--- config.mk ---
export PLATFORM = sky130hd
export DESIGN_NAME = rv_core
export DESIGN_NICKNAME = d
export VERILOG_FILES = /design/src/rv_pkg.sv /design/src/rv_alu.sv /design/src/rv_control.sv /design/src/rv_core.sv /design/src/rv_imm_gen.sv /design/src/rv_regfile.sv
export SDC_FILE = /design/constraint.sdc
export NUM_CORES = 2
export LEC_CHECK = 0
export BUFFER_PORTS_ARGS = -buffer_cell sky130_fd_sc_hd__buf_2
export CORE_MARGIN = 2
export CORE_UTILIZATION = 45
export DETAILED_ROUTE_END_ITERATION = 16
export PLACE_DENSITY_LB_ADDON = 0.12
export SYNTH_ARGS = -nofsm -noshare
export SYNTH_HDL_FRONTEND = slang
export SYNTH_SLANG_ARGS = --single-unit
--- constraint.sdc ---
create_clock -name clk -period 9.35 [get_ports clk]
set_clock_uncertainty 0.2 [all_clocks]
set_input_delay 0.4675 -clock clk [delete_from_list [all_inputs] [get_ports clk]]
set_output_delay 0.4675 -clock clk [all_outputs]
set_load 0.005 [all_outputs]
--- src/rv_pkg.sv ---
`default_nettype none

package rv_pkg;

    localparam int XLEN = 32;                 // Data and address width

    typedef logic [XLEN-1:0] word_t;
    typedef logic [4:0]      reg_idx_t;        // Architectural register index

    // Major opcodes of the supported subset
    typedef enum logic [6:0] {
        OP_REG    = 7'b0110011,   // R-type ALU
        OP_IMM    = 7'b0010011,   // I-type ALU
        OP_LUI    = 7'b0110111,
        OP_BRANCH = 7'b1100011,
        OP_JAL    = 7'b1101111
    } opcode_e;

    typedef enum logic [3:0] {
        ALU_ADD,
        ALU_SUB,
        ALU_SLL,
        ALU_SLT,
        ALU_SLTU,
        ALU_XOR,
        ALU_SRL,
        ALU_SRA,
        ALU_OR,
        ALU_AND
    } alu_op_e;

    // One state per cycle of an instruction
    typedef enum logic [1:0] {
        S_FETCH,
        S_DECODE,
        S_EXECUTE,
        S_WRITEBACK
    } state_e;

    typedef enum logic {SRC_A_RS1, SRC_A_PC} src_a_e;
    typedef enum logic [1:0] {SRC_B_RS2, SRC_B_IMM, SRC_B_FOUR} src_b_e;
    typedef enum logic [1:0] {WB_ALU, WB_IMM, WB_FLAG} wb_sel_e;   // Register write source
    typedef enum logic [1:0] {IMM_I, IMM_U, IMM_B, IMM_J} imm_kind_e;

    // Branch conditions in funct3
    localparam logic [2:0] BEQ  = 3'b000;
    localparam logic [2:0] BNE  = 3'b001;
    localparam logic [2:0] BLT  = 3'b100;
    localparam logic [2:0] BGE  = 3'b101;
    localparam logic [2:0] BLTU = 3'b110;
    localparam logic [2:0] BGEU = 3'b111;

endpackage

`default_nettype wire

--- src/rv_alu.sv ---
`default_nettype none

module rv_alu
    import rv_pkg::*;
(
    input  alu_op_e alu_op,
    input  word_t   a,
    input  word_t   b,
    output word_t   result,
    output logic    zero,
    output logic    less,
    output logic    less_u
);

    logic [4:0] shamt;    // Shift amount

    assign shamt  = b[4:0];
    assign less   = $signed(a) < $signed(b);   // Signed compare
    assign less_u = a < b;
    assign zero   = (result == '0);             // Equal operands after SUB

    always_comb begin
        case (alu_op)
            ALU_ADD:  result = a + b;
            ALU_SUB:  result = a - b;
            ALU_SLL:  result = a << shamt;
            ALU_SLT:  result = {{(XLEN-1){1'b0}}, less};
            ALU_SLTU: result = {{(XLEN-1){1'b0}}, less_u};
            ALU_XOR:  result = a ^ b;
            ALU_SRL:  result = a >> shamt;
            ALU_SRA:  result = word_t'($signed(a) >>> shamt);   // Keeps sign
            ALU_OR:   result = a | b;
            ALU_AND:  result = a & b;
            default:  result = a + b;
        endcase
    end

endmodule

`default_nettype wire

--- src/rv_control.sv ---
`default_nettype none

module rv_control
    import rv_pkg::*;
(
    input  logic      clk,
    input  logic      reset,
    input  opcode_e   opcode,
    input  logic [2:0] funct3,
    input  logic      funct7_5,     // Instruction bit 30
    input  logic      alu_zero,     // Flags registered in EXECUTE
    input  logic      alu_less,
    input  logic      alu_less_u,
    output state_e    state,
    output src_a_e    src_a,
    output src_b_e    src_b,
    output alu_op_e   alu_op,
    output imm_kind_e imm_kind,
    output wb_sel_e   wb_sel,
    output logic      rf_we,
    output logic      take_target,
    output logic      retire
);

    logic branch_taken;   // Condition of the current branch
    logic writes_rd;      // Opcode has a destination register

    // ALU op from funct3, alt selects SUB or SRA
    function automatic alu_op_e funct3_op(input logic [2:0] f3, input logic alt);
        case (f3)
            3'b000:  return alt ? ALU_SUB : ALU_ADD;
            3'b001:  return ALU_SLL;
            3'b010:  return ALU_SLT;
            3'b011:  return ALU_SLTU;
            3'b100:  return ALU_XOR;
            3'b101:  return alt ? ALU_SRA : ALU_SRL;
            3'b110:  return ALU_OR;
            default: return ALU_AND;
        endcase
    endfunction

    // Four cycles per instruction, no stalls
    always_ff @(posedge clk) begin
        if (reset) begin
            state <= S_FETCH;
        end else begin
            case (state)
                S_FETCH:     state <= S_DECODE;
                S_DECODE:    state <= S_EXECUTE;
                S_EXECUTE:   state <= S_WRITEBACK;
                default:     state <= S_FETCH;      // Back after writeback
            endcase
        end
    end

    // Immediate format depends on the opcode alone
    always_comb begin
        case (opcode)
            OP_LUI:    imm_kind = IMM_U;
            OP_BRANCH: imm_kind = IMM_B;
            OP_JAL:    imm_kind = IMM_J;
            default:   imm_kind = IMM_I;
        endcase
    end

    // Writeback source
    always_comb begin
        wb_sel = WB_ALU;   // JAL gets PC + 4 from the ALU
        if (opcode == OP_LUI) begin
            wb_sel = WB_IMM;
        end else if ((opcode == OP_REG || opcode == OP_IMM) && funct3[2:1] == 2'b01) begin
            wb_sel = WB_FLAG;   // SLT, SLTU and immediate forms
        end
    end

    // Operand selects and ALU op
    always_comb begin
        src_a  = SRC_A_RS1;
        src_b  = SRC_B_RS2;
        alu_op = ALU_ADD;
        if (state == S_DECODE) begin
            // PC + 4 for the next-PC register
            src_a = SRC_A_PC;
            src_b = SRC_B_FOUR;
        end else begin
            case (opcode)
                OP_REG: alu_op = funct3_op(funct3, funct7_5);
                OP_IMM: begin
                    src_b  = SRC_B_IMM;
                    // No SUBI, bit 30 only matters for SRAI
                    alu_op = funct3_op(funct3, funct7_5 && funct3 == 3'b101);
                end
                OP_LUI: src_b = SRC_B_IMM;        // Result unused
                OP_BRANCH: alu_op = ALU_SUB;      // rs1 - rs2 sets the flags
                OP_JAL: begin
                    src_a = SRC_A_PC;             // Link address
                    src_b = SRC_B_FOUR;
                end
                default: ;                        // Unknown opcode, no-op
            endcase
        end
    end

    // Branch condition from registered flags
    always_comb begin
        case (funct3)
            BEQ:     branch_taken = alu_zero;
            BNE:     branch_taken = !alu_zero;
            BLT:     branch_taken = alu_less;
            BGE:     branch_taken = !alu_less;
            BLTU:    branch_taken = alu_less_u;
            BGEU:    branch_taken = !alu_less_u;
            default: branch_taken = 1'b0;
        endcase
    end

    assign writes_rd = opcode inside {OP_REG, OP_IMM, OP_LUI, OP_JAL};

    assign retire      = (state == S_WRITEBACK);   // Also loads the PC
    assign rf_we       = retire && writes_rd;
    assign take_target = retire && (opcode == OP_JAL ||
                                    (opcode == OP_BRANCH && branch_taken));

endmodule

`default_nettype wire

--- src/rv_core.sv ---
`default_nettype none

module rv_core
    import rv_pkg::*;
#(
    parameter word_t RESET_PC = '0,
    parameter int    NUM_REGS = 32
) (
    input  logic     clk,
    input  logic     reset,
    output word_t    imem_addr,
    input  word_t    imem_data,
    output logic     retire,
    output word_t    retire_pc,
    output logic     rd_we,
    output reg_idx_t rd_addr,
    output word_t    rd_data
);

    word_t pc, ir;              // Program counter, instruction register
    word_t pc_plus4_q;          // Next sequential PC from DECODE
    word_t target_q;            // Branch or jump target
    word_t alu_q;               // EXECUTE result
    logic  zero_q, less_q, less_u_q;

    state_e    state;
    src_a_e    src_a;
    src_b_e    src_b;
    alu_op_e   alu_op;
    imm_kind_e imm_kind;
    wb_sel_e   wb_sel;
    logic      rf_we, take_target;

    word_t imm, rs1_data, rs2_data;
    word_t alu_a, alu_b, alu_result;
    logic  alu_zero, alu_less, alu_less_u;

    rv_control u_control (
        .clk         (clk),
        .reset       (reset),
        .opcode      (opcode_e'(ir[6:0])),
        .funct3      (ir[14:12]),
        .funct7_5    (ir[30]),
        .alu_zero    (zero_q),
        .alu_less    (less_q),
        .alu_less_u  (less_u_q),
        .state       (state),
        .src_a       (src_a),
        .src_b       (src_b),
        .alu_op      (alu_op),
        .imm_kind    (imm_kind),
        .wb_sel      (wb_sel),
        .rf_we       (rf_we),
        .take_target (take_target),
        .retire      (retire)
    );

    rv_regfile #(
        .NUM_REGS (NUM_REGS)
    ) u_regfile (
        .clk      (clk),
        .rs1_addr (ir[19:15]),
        .rs2_addr (ir[24:20]),
        .rs1_data (rs1_data),
        .rs2_data (rs2_data),
        .we       (rf_we),
        .rd_addr  (rd_addr),
        .rd_data  (rd_data)
    );

    rv_imm_gen u_imm_gen (.instr(ir), .imm_kind(imm_kind), .imm(imm));

    rv_alu u_alu (
        .alu_op (alu_op),
        .a      (alu_a),
        .b      (alu_b),
        .result (alu_result),
        .zero   (alu_zero),
        .less   (alu_less),
        .less_u (alu_less_u)
    );

    assign alu_a = (src_a == SRC_A_PC) ? pc : rs1_data;

    always_comb begin
        case (src_b)
            SRC_B_IMM:  alu_b = imm;
            SRC_B_FOUR: alu_b = 32'd4;
            default:    alu_b = rs2_data;
        endcase
    end

    // Writeback data, flag chosen by funct3 bit 0 (SLTU)
    always_comb begin
        case (wb_sel)
            WB_IMM:  rd_data = imm;
            WB_FLAG: rd_data = {{(XLEN-1){1'b0}}, ir[12] ? less_u_q : less_q};
            default: rd_data = alu_q;
        endcase
    end

    // PC changes only at the end of WRITEBACK
    always_ff @(posedge clk) begin
        if (reset) begin
            pc <= RESET_PC;
        end else if (retire) begin
            pc <= take_target ? target_q : pc_plus4_q;
        end
    end

    always_ff @(posedge clk) begin
        case (state)
            S_FETCH:  ir <= imem_data;      // Combinational memory answer
            S_DECODE: begin
                pc_plus4_q <= alu_result;
                target_q   <= pc + imm;     // Separate target adder
            end
            S_EXECUTE: begin
                alu_q    <= alu_result;
                zero_q   <= alu_zero;
                less_q   <= alu_less;
                less_u_q <= alu_less_u;
            end
            default: ;
        endcase
    end

    assign imem_addr = pc;
    assign retire_pc = pc;          // Still this instruction's PC
    assign rd_we     = rf_we;
    assign rd_addr   = ir[11:7];

endmodule

`default_nettype wire

--- src/rv_imm_gen.sv ---
`default_nettype none

module rv_imm_gen
    import rv_pkg::*;
(
    input  word_t     instr,
    input  imm_kind_e imm_kind,
    output word_t     imm
);

    // Sign bit is always instr[31]
    always_comb begin
        case (imm_kind)
            IMM_I: imm = {{20{instr[31]}}, instr[31:20]};
            IMM_U: imm = {instr[31:12], 12'b0};           // Low 12 bits zero
            IMM_B: begin
                // Scrambled branch offset, bit 0 implied
                imm = {{19{instr[31]}}, instr[31], instr[7],
                       instr[30:25], instr[11:8], 1'b0};
            end
            IMM_J: begin
                // Jump offset, 21 bits with implied bit 0
                imm = {{11{instr[31]}}, instr[31], instr[19:12],
                       instr[20], instr[30:21], 1'b0};
            end
            default: imm = '0;
        endcase
    end

endmodule

`default_nettype wire

--- src/rv_regfile.sv ---
`default_nettype none

module rv_regfile
    import rv_pkg::*;
#(
    parameter int NUM_REGS = 32   // 32 for RV32I, 16 for an RV32E-sized file
) (
    input  logic     clk,
    input  reg_idx_t rs1_addr,
    input  reg_idx_t rs2_addr,
    output word_t    rs1_data,
    output word_t    rs2_data,
    input  logic     we,
    input  reg_idx_t rd_addr,
    input  word_t    rd_data
);

    localparam int IDX_W = $clog2(NUM_REGS);

    word_t regs [NUM_REGS];
    logic [IDX_W-1:0] rs1_idx, rs2_idx, rd_idx;   // Truncated indices

    assign rs1_idx = rs1_addr[IDX_W-1:0];
    assign rs2_idx = rs2_addr[IDX_W-1:0];
    assign rd_idx  = rd_addr[IDX_W-1:0];

    // Asynchronous reads, x0 forced to zero
    assign rs1_data = (rs1_idx == '0) ? '0 : regs[rs1_idx];
    assign rs2_data = (rs2_idx == '0) ? '0 : regs[rs2_idx];

    always_ff @(posedge clk) begin
        if (we && rd_idx != '0) begin   // Writes to x0 dropped
            regs[rd_idx] <= rd_data;
        end
    end

endmodule

`default_nettype wire
== Yosys cells after proc, flatten, opt, wreduce, memory -nomap -nowiden ==
Memories as Yosys holds them, arrays and structs flattened. A register that Yosys moved wholly into a read port is not among the register bits.
Index checks and enable logic that the tools add are counted.
Widths: inputs -> output; s select.

* Bits in registers: 165
* Bits in latches: 0
* Bits in writable memories: 1024
* Memory bits (read-only): 0
* Bits of input ports: 34
* Output and inout bits: 103
* Logic and storage cells: 103
* Memories kept: 1

* Add/subtract/negate cells: 3
* $mul: 0
* Div/mod/pow operators: 0
* Order comparisons: 2
* Equality and inequality tests: 32
* Shift-type cells: 3
* Mux-type cells: 30
* Bitwise logic cells: 3
* Reduce and logical (&&, ||, !) cells: 20

{| class="wikitable"
|+ Memory list
! name !! depth !! bits a word !! rd ports !! clocked after Yosys merged registers in !! write ports !! line !! RTL
|-
| u_regfile.regs || 32 || 32 || 2 || 2 || 1 || rv_regfile.sv:20 || <nowiki>word_t regs [NUM_REGS];</nowiki>
|}

{| class="wikitable"
|+ Operators by type and width
! cell !! number
|-
| $pmux 32 s9 || 1
|-
| $mux 32 || 4
|-
| $pmux 32 s2 || 2
|-
| $pmux 32 s4 || 1
|-
| $add 32x32->32 || 2
|-
| $lt 32x32->1 || 2
|-
| $pmux 4 s7 || 2
|-
| $and 32x32->32 || 1
|-
| $logic_not 32->1 || 1
|-
| $or 32x32->32 || 1
|-
| $shl 32x5->32 || 1
|-
| $shr 32x5->32 || 1
|-
| $sshr 32x5->32 || 1
|-
| $sub 32x32->32 || 1
|-
| $xor 32x32->32 || 1
|-
| $eq 4x3->1 const B || 4
|-
| $eq 7x6->1 const B || 2
|-
| $eq 7x7->1 const B || 2
|-
| $eq 2x2->1 const B || 6
|-
| $eq 3x3->1 const B || 4
|-
| $pmux 2 s3 || 2
|-
| $pmux 4 s3 || 1
|-
| $eq 2x1->1 const B || 5
|-
| $logic_not 5->1 || 2
|-
| other kinds (20) || 43
|}

== Logic depth before layout (Yosys ltp) ==
* Depth after elaboration: 9
* Gate-level depth with buffers: 35
* Gate-level depth less buffers: 29

== By module ==
A second synthesis with hierarchy kept.

* Cells, all modules: 4883
* Area total of the unflattened synthesis: 67604.8 µm²

{| class="wikitable"
|+ By module, submodules not included
! module !! times used !! cells an instance !! area an instance (µm²) !! seq. area each (µm²)
|-
| rv_regfile || 1 || 2564 || 47929.7 || 30749.5
|-
| rv_alu || 1 || 1508 || 10426.2 || 0.0
|-
| rv_core || 1 || 694 || 8429.3 || 4574.4
|-
| rv_control || 1 || 58 || 410.4 || 40.0
|-
| rv_imm_gen || 1 || 59 || 409.1 || 0.0
|}

== Least setup slack after synthesis ==
No wires, ideal clock.

* Path kind: register to register
* Start: register u_control.state[1]
* End: register zero_q, data pin
* Setup time: 0.150 ns
* Data arrival time: 8.980 ns
* Data required time: 9.000 ns
* Slack: 0.020 ns
* Cell stages (with the launch flop): 35
* Path buffers: 8
* Clock period less this slack: 9.330 ns
* Cell sequence: dfxtp_1 > inv_1 > ha_1 > o21bai_2 > buf_2 > buf_2 > clkbuf_1 > ha_1 > nor2b_1 > clkbuf_1 > nand2_1 > or3_1 > o21ai_4 > buf_4 > buf_2 > clkbuf_1 > buf_1 > ha_1 > inv_1 > fa_1 > nand2b_1 > a221oi_1 > o41ai_1 > o2111ai_1 > a31oi_1 > o211ai_1 > a21oi_1 > o31ai_1 > a21o_1 > a21oi_1 > o21ai_0 > mux2_2 > a221oi_1 > o21ai_0 > nor3_2

* Longest elaborated chain between the ends: 7
* Elaborated cells on any way between the ends: 29
* Those cells by class: add/sub (2); order compare (2); eq/ne (12); shift (3); mux (6); bitwise (3); reduce/logical (1)

{| class="wikitable"
|+ RTL lines
! element !! line !! RTL
|-
| start, declared || rv_control.sv:14 || <nowiki>output state_e state,</nowiki>
|-
| start signal, assigned || rv_control.sv:45 || <nowiki>state <= S_FETCH;</nowiki>
|-
| start signal, assigned || rv_control.sv:48 || <nowiki>S_FETCH: state <= S_DECODE;</nowiki>
|-
| start signal, assigned || rv_control.sv:49 || <nowiki>S_DECODE: state <= S_EXECUTE;</nowiki>
|-
| $eq 2x1->1 (*) || rv_control.sv:81 || <nowiki>if (state == S_DECODE) begin</nowiki>
|-
| $mux 2 || rv_control.sv:81 ||
|-
| $eq 2x2->1 / $eq 2x1->1 (equally long branches) || rv_core.sv:86 || <nowiki>case (src_b)</nowiki>
|-
| $pmux 32 s2 || rv_core.sv:86 ||
|-
| $add 32x32->32 (tied with other cells) || rv_alu.sv:24, rv_alu.sv:34 ||
|-
| $pmux 32 s9 (*) || rv_alu.sv:23 || <nowiki>case (alu_op)</nowiki>
|-
| named net alu_result[30] || rv_core.sv:35 || <nowiki>word_t alu_a, alu_b, alu_result;</nowiki>
|-
| $logic_not 32->1 (*) || rv_alu.sv:20 || <nowiki>assign zero = (result == '0);</nowiki>
|-
| named net alu_zero || rv_core.sv:36 || <nowiki>logic alu_zero, alu_less, alu_less_u;</nowiki>
|-
| end signal, assigned || rv_core.sv:120 || <nowiki>zero_q <= alu_zero;</nowiki>
|-
| end, declared || rv_core.sv:24 || <nowiki>logic zero_q, less_q, less_u_q;</nowiki>
|}

The timed path passes the listed nets; every way through them passes the cells marked *.
A chain may end at the register's enable or synchronous reset.

== Final worst setup path ==
* Start: register ir[3]
* End: register zero_q, data pin

* Longest elaborated chain between the ends: 9
* Elaborated cells on any way between the ends: 43
* Those cells by class: add/sub (2); order compare (2); eq/ne (19); shift (3); mux (11); bitwise (3); reduce/logical (3)

{| class="wikitable"
|+ RTL lines
! element !! line !! RTL
|-
| start, declared || rv_core.sv:20 || <nowiki>word_t pc, ir;</nowiki>
|-
| start signal, assigned || rv_core.sv:113 || <nowiki>S_FETCH: ir <= imem_data;</nowiki>
|-
| $eq 7x6->1 / $eq 7x5->1 (equally long branches) || rv_control.sv:58, rv_control.sv:86 ||
|-
| $reduce_or 2->1 (no line) || n/a ||
|-
| $pmux 2 s2 || rv_control.sv:86 || <nowiki>case (opcode)</nowiki>
|-
| $mux 2 || rv_control.sv:81 ||
|-
| $eq 2x2->1 / $eq 2x1->1 (equally long branches) || rv_core.sv:86 ||
|-
| $pmux 32 s2 || rv_core.sv:86 ||
|-
| $add 32x32->32 (tied with other cells) || rv_alu.sv:24, rv_alu.sv:34 ||
|-
| $pmux 32 s9 (*) || rv_alu.sv:23 ||
|-
| $logic_not 32->1 (*) || rv_alu.sv:20 ||
|-
| named net alu_zero || rv_core.sv:36 ||
|}

The timed path passes the listed nets; every way through them passes the cells marked *. The select of a mux whose other input is x is not followed.

==> run summary <==
Synth warnings -> 0
cell repeated most along the worst path -> nor2_1
TritonCTS clock tree -> done
total CTS buffers -> 134
via count -> 46788
H-Tree Level Count -> 4
Core Area -> 145700 µm²
TritonRoute pass-1 iters -> 8
die extent in y -> 387.4 µm
largest net degree at the start of global routing -> 101
status -> finished, final reports clean
overall routing resource usage -> 0.3557
vias per cell -> 6.913
drt total wl -> 269800 µm
Post-synth EDFFs -> 1155
Reg2Reg Setup Slack -> 1000 ps
Max FO, Critical Path -> 10
slowest stage delay, CP -> 660 ps
fin. max-slew vios -> 0
share of layout cells above drive strength 1 -> 0.2657
Initial Utilization -> 0.4539
WP data arrival -> 8800 ps
clock sinks -> 1199
vias in the first global route -> 44823
first-pass GRT wire length -> 369400 µm
multi-input gate area in the final layout -> 28750 µm²
final hold violation count -> 0
drc violations -> 0
Clock Latency Late Sink -> 820 ps
Async S/R FF share, synth -> 0
worst reg2reg path depth -> 28
endpoints failing setup -> 0
Critical Path RT -> 9810 ps
Overflow after GRT -> 0
Syn-to-layout area delta -> 12.87%
Antenna Violating Nets Remaining -> 0
WL/cell -> 39.86 µm
Hold Slack -> 71.23 ps
end of the worst hold path -> u_control.state[1]$_SDFF_PP0_
Slowest-stage cell, CP -> a2111oi_0
die area -> 150100 µm²
distinct cell type count after synthesis -> 106
Worst Hold Depth -> 2
crit share post-route -> 0.8927
R2R Path Start -> ir[3]$_DFFE_PP_
CTS clk-pin slew, worst paths -> 60 ps
Setup CP Type -> reg -> reg
# hold bufs at CTS -> 32
Detailed Place HPWL -> 189900 µm
RSZ-0062 raised after global routing -> no
Worst setup EP type -> flip-flop
Max Clk Rate -> 119.8 MHz
Seq/Total Area, Yosys -> 0.5376
slew at the pin with the worst max-slew slack -> 1301 ps
clock tree buffer depth -> 3
num rows -> 140
fin nets -> 4913
Max-cap violations -> 0
postcts setup bufs -> 0
Mapped Area -> 66150 µm²
Root Buffer -> clkbuf_16
crit path launch type -> flip-flop
# IOs -> 137
reg2reg end -> zero_q$_DFFE_PP_
Port Buffers -> 136
FF+latch area -> 35590 µm²
HP Class -> in -> reg
DIE WIDTH -> 387.4 µm
fillers -> 12204
PostCTS Resize Cnt -> 0
GP Congestion -> 1.036
fin crit period -> 8347 ps
Mean Syn Cell Area -> 14.59 µm²
min-delay src -> reset
Synth Instances -> 4533
ys flop type -> edfxtp_1
initial antenna violation count -> 26
final setup TNS -> 0 ps
max_slew headroom -> 0.1329
synthesized flop and latch total -> 1199
DRT iter0 DRCs -> 6818
==> cells in the mapped netlist, types with 57 or more instances <==
| library cell | instances | area share |
|---|---|---|
| clkbuf_1 | 162 | 0.0092 |
| buf_2 | 57 | 0.0043 |
| a21oi_1 | 174 | 0.013 |
| a211oi_1 | 74 | 0.0084 |
| mux4_2 | 539 | 0.18 |
| edfxtp_1 | 1155 | 0.52 |
| nand2_1 | 308 | 0.017 |
| mux2i_1 | 150 | 0.023 |
| nor2_1 | 236 | 0.013 |
| ha_1 | 136 | 0.026 |
| nand3_1 | 120 | 0.0091 |
| buf_4 | 71 | 0.0081 |
| nor3_1 | 121 | 0.0092 |
| inv_1 | 123 | 0.0070 |
| mux2_2 | 57 | 0.0097 |
| o21ai_0 | 149 | 0.011 |
==> worst max-delay path, delay by kind of cell (launching register included) <==
family	cells	cell delay (ps)
buf+inv	2	320
compound gates	8	2510
fa+ha+maj	2	650
flops	1	460
simple gates	16	4040
==> layout by cell type (no fill, tap or decap), types with 30 or more instances in the layout <==
master,n
conb_1,32
inv_1,120
ha_1,132
nor3_1,106
nand2b_1,32
edfxtp_1,1155
mux2_2,57
nand3_1,120
buf_2,136
mux2i_1,150
nor2_1,211
a21o_1,37
o21ai_0,142
a31oi_1,45
dlygate4sd3_1,32
buf_4,210
xnor2_1,39
clkbuf_16,134
and2_1,45
o211ai_1,30
nand2_1,307
mux4_2,539
a21oi_1,174
a211oi_1,73
a221oi_1,30
dfxtp_1,37
==> flip-flops by register name, summed over array words and instances, names as in the netlist, named ones only <==
name and flops:
u_regfile.regs 1024, alu_q 32, imem_addr 32, ir 32
pc_plus4_q 32, target_q 32, u_control.state 2, less_q 1
less_u_q 1, zero_q 1
==> per-stage QoR <==
step / cell area [µm²] / utilization / instances / setup slack [ps]
after global placement: 69780 / 0.4788 / 6489 / 1354
after detailed placement: 69780 / 0.4788 / 6489 / 1331
after floorplan: 66270 / - / 4564 / 19.97
after global routing: 74660 / 0.5123 / 6767 / 519.7
after CTS: 74660 / 0.5123 / 6764 / 1255
final: 74670 / 0.5123 / 6768 / 1003
==> worst max-delay path by stage <==
stage / start / to / slack, ps / cells past startpoint
final: ir[3]$_DFFE_PP_ / zero_q$_DFFE_PP_ / 1000 / 28
after global routing: ir[3]$_DFFE_PP_ / zero_q$_DFFE_PP_ / 520 / 28
after CTS: ir[3]$_DFFE_PP_ / zero_q$_DFFE_PP_ / 1250 / 28
after detailed placement: ir[3]$_DFFE_PP_ / zero_q$_DFFE_PP_ / 1330 / 28
after global placement: flip-flop / zero_q$_DFFE_PP_ / 1350 / 17
after floorplan: u_control.state[1]$_SDFF_PP0_ / zero_q$_DFFE_PP_ / 20 / 34
==> cell families after synthesis <==
| kind of cell | Yosys count | share of synthesized area |
|---|---|---|
| AO/OA/AOI/OAI | 871 | 0.09358 |
| XOR/XNOR | 52 | 0.006884 |
| adder cells (fa/ha/maj) | 139 | 0.02663 |
| buffers and inverters | 482 | 0.03582 |
| flip-flops | 1199 | 0.5376 |
| multiplexers | 773 | 0.2264 |
| other | 1 | 0.00005669 |
| AND/OR/NAND/NOR | 1016 | 0.07301 |
==> final cells by class <==
class / instances / area share
antenna: 4 / 0.0001341
clock buffer: 162 / 0.04658
clock inverter: 81 / 0.01438
inverter: 129 / 0.006519
multi-input combinational: 2883 / 0.3851
sequential: 1199 / 0.4767
tap: 1917 / 0.03212
timing repair buffer: 393 / 0.03854
==> metal layers <==
layer	track usage	wire (µm)	vias to the layer above
met3	0.07864	27450	515
met1	0.5015	109100	24457
met5	0	81	-
met4	0.1513	12890	12
met2	0.5338	120300	2973
li1	-	-	18831
Power is left out: the tool's default activity adds up to more than one toggle a clock period on the data nets, which glitch-free logic cannot reach.
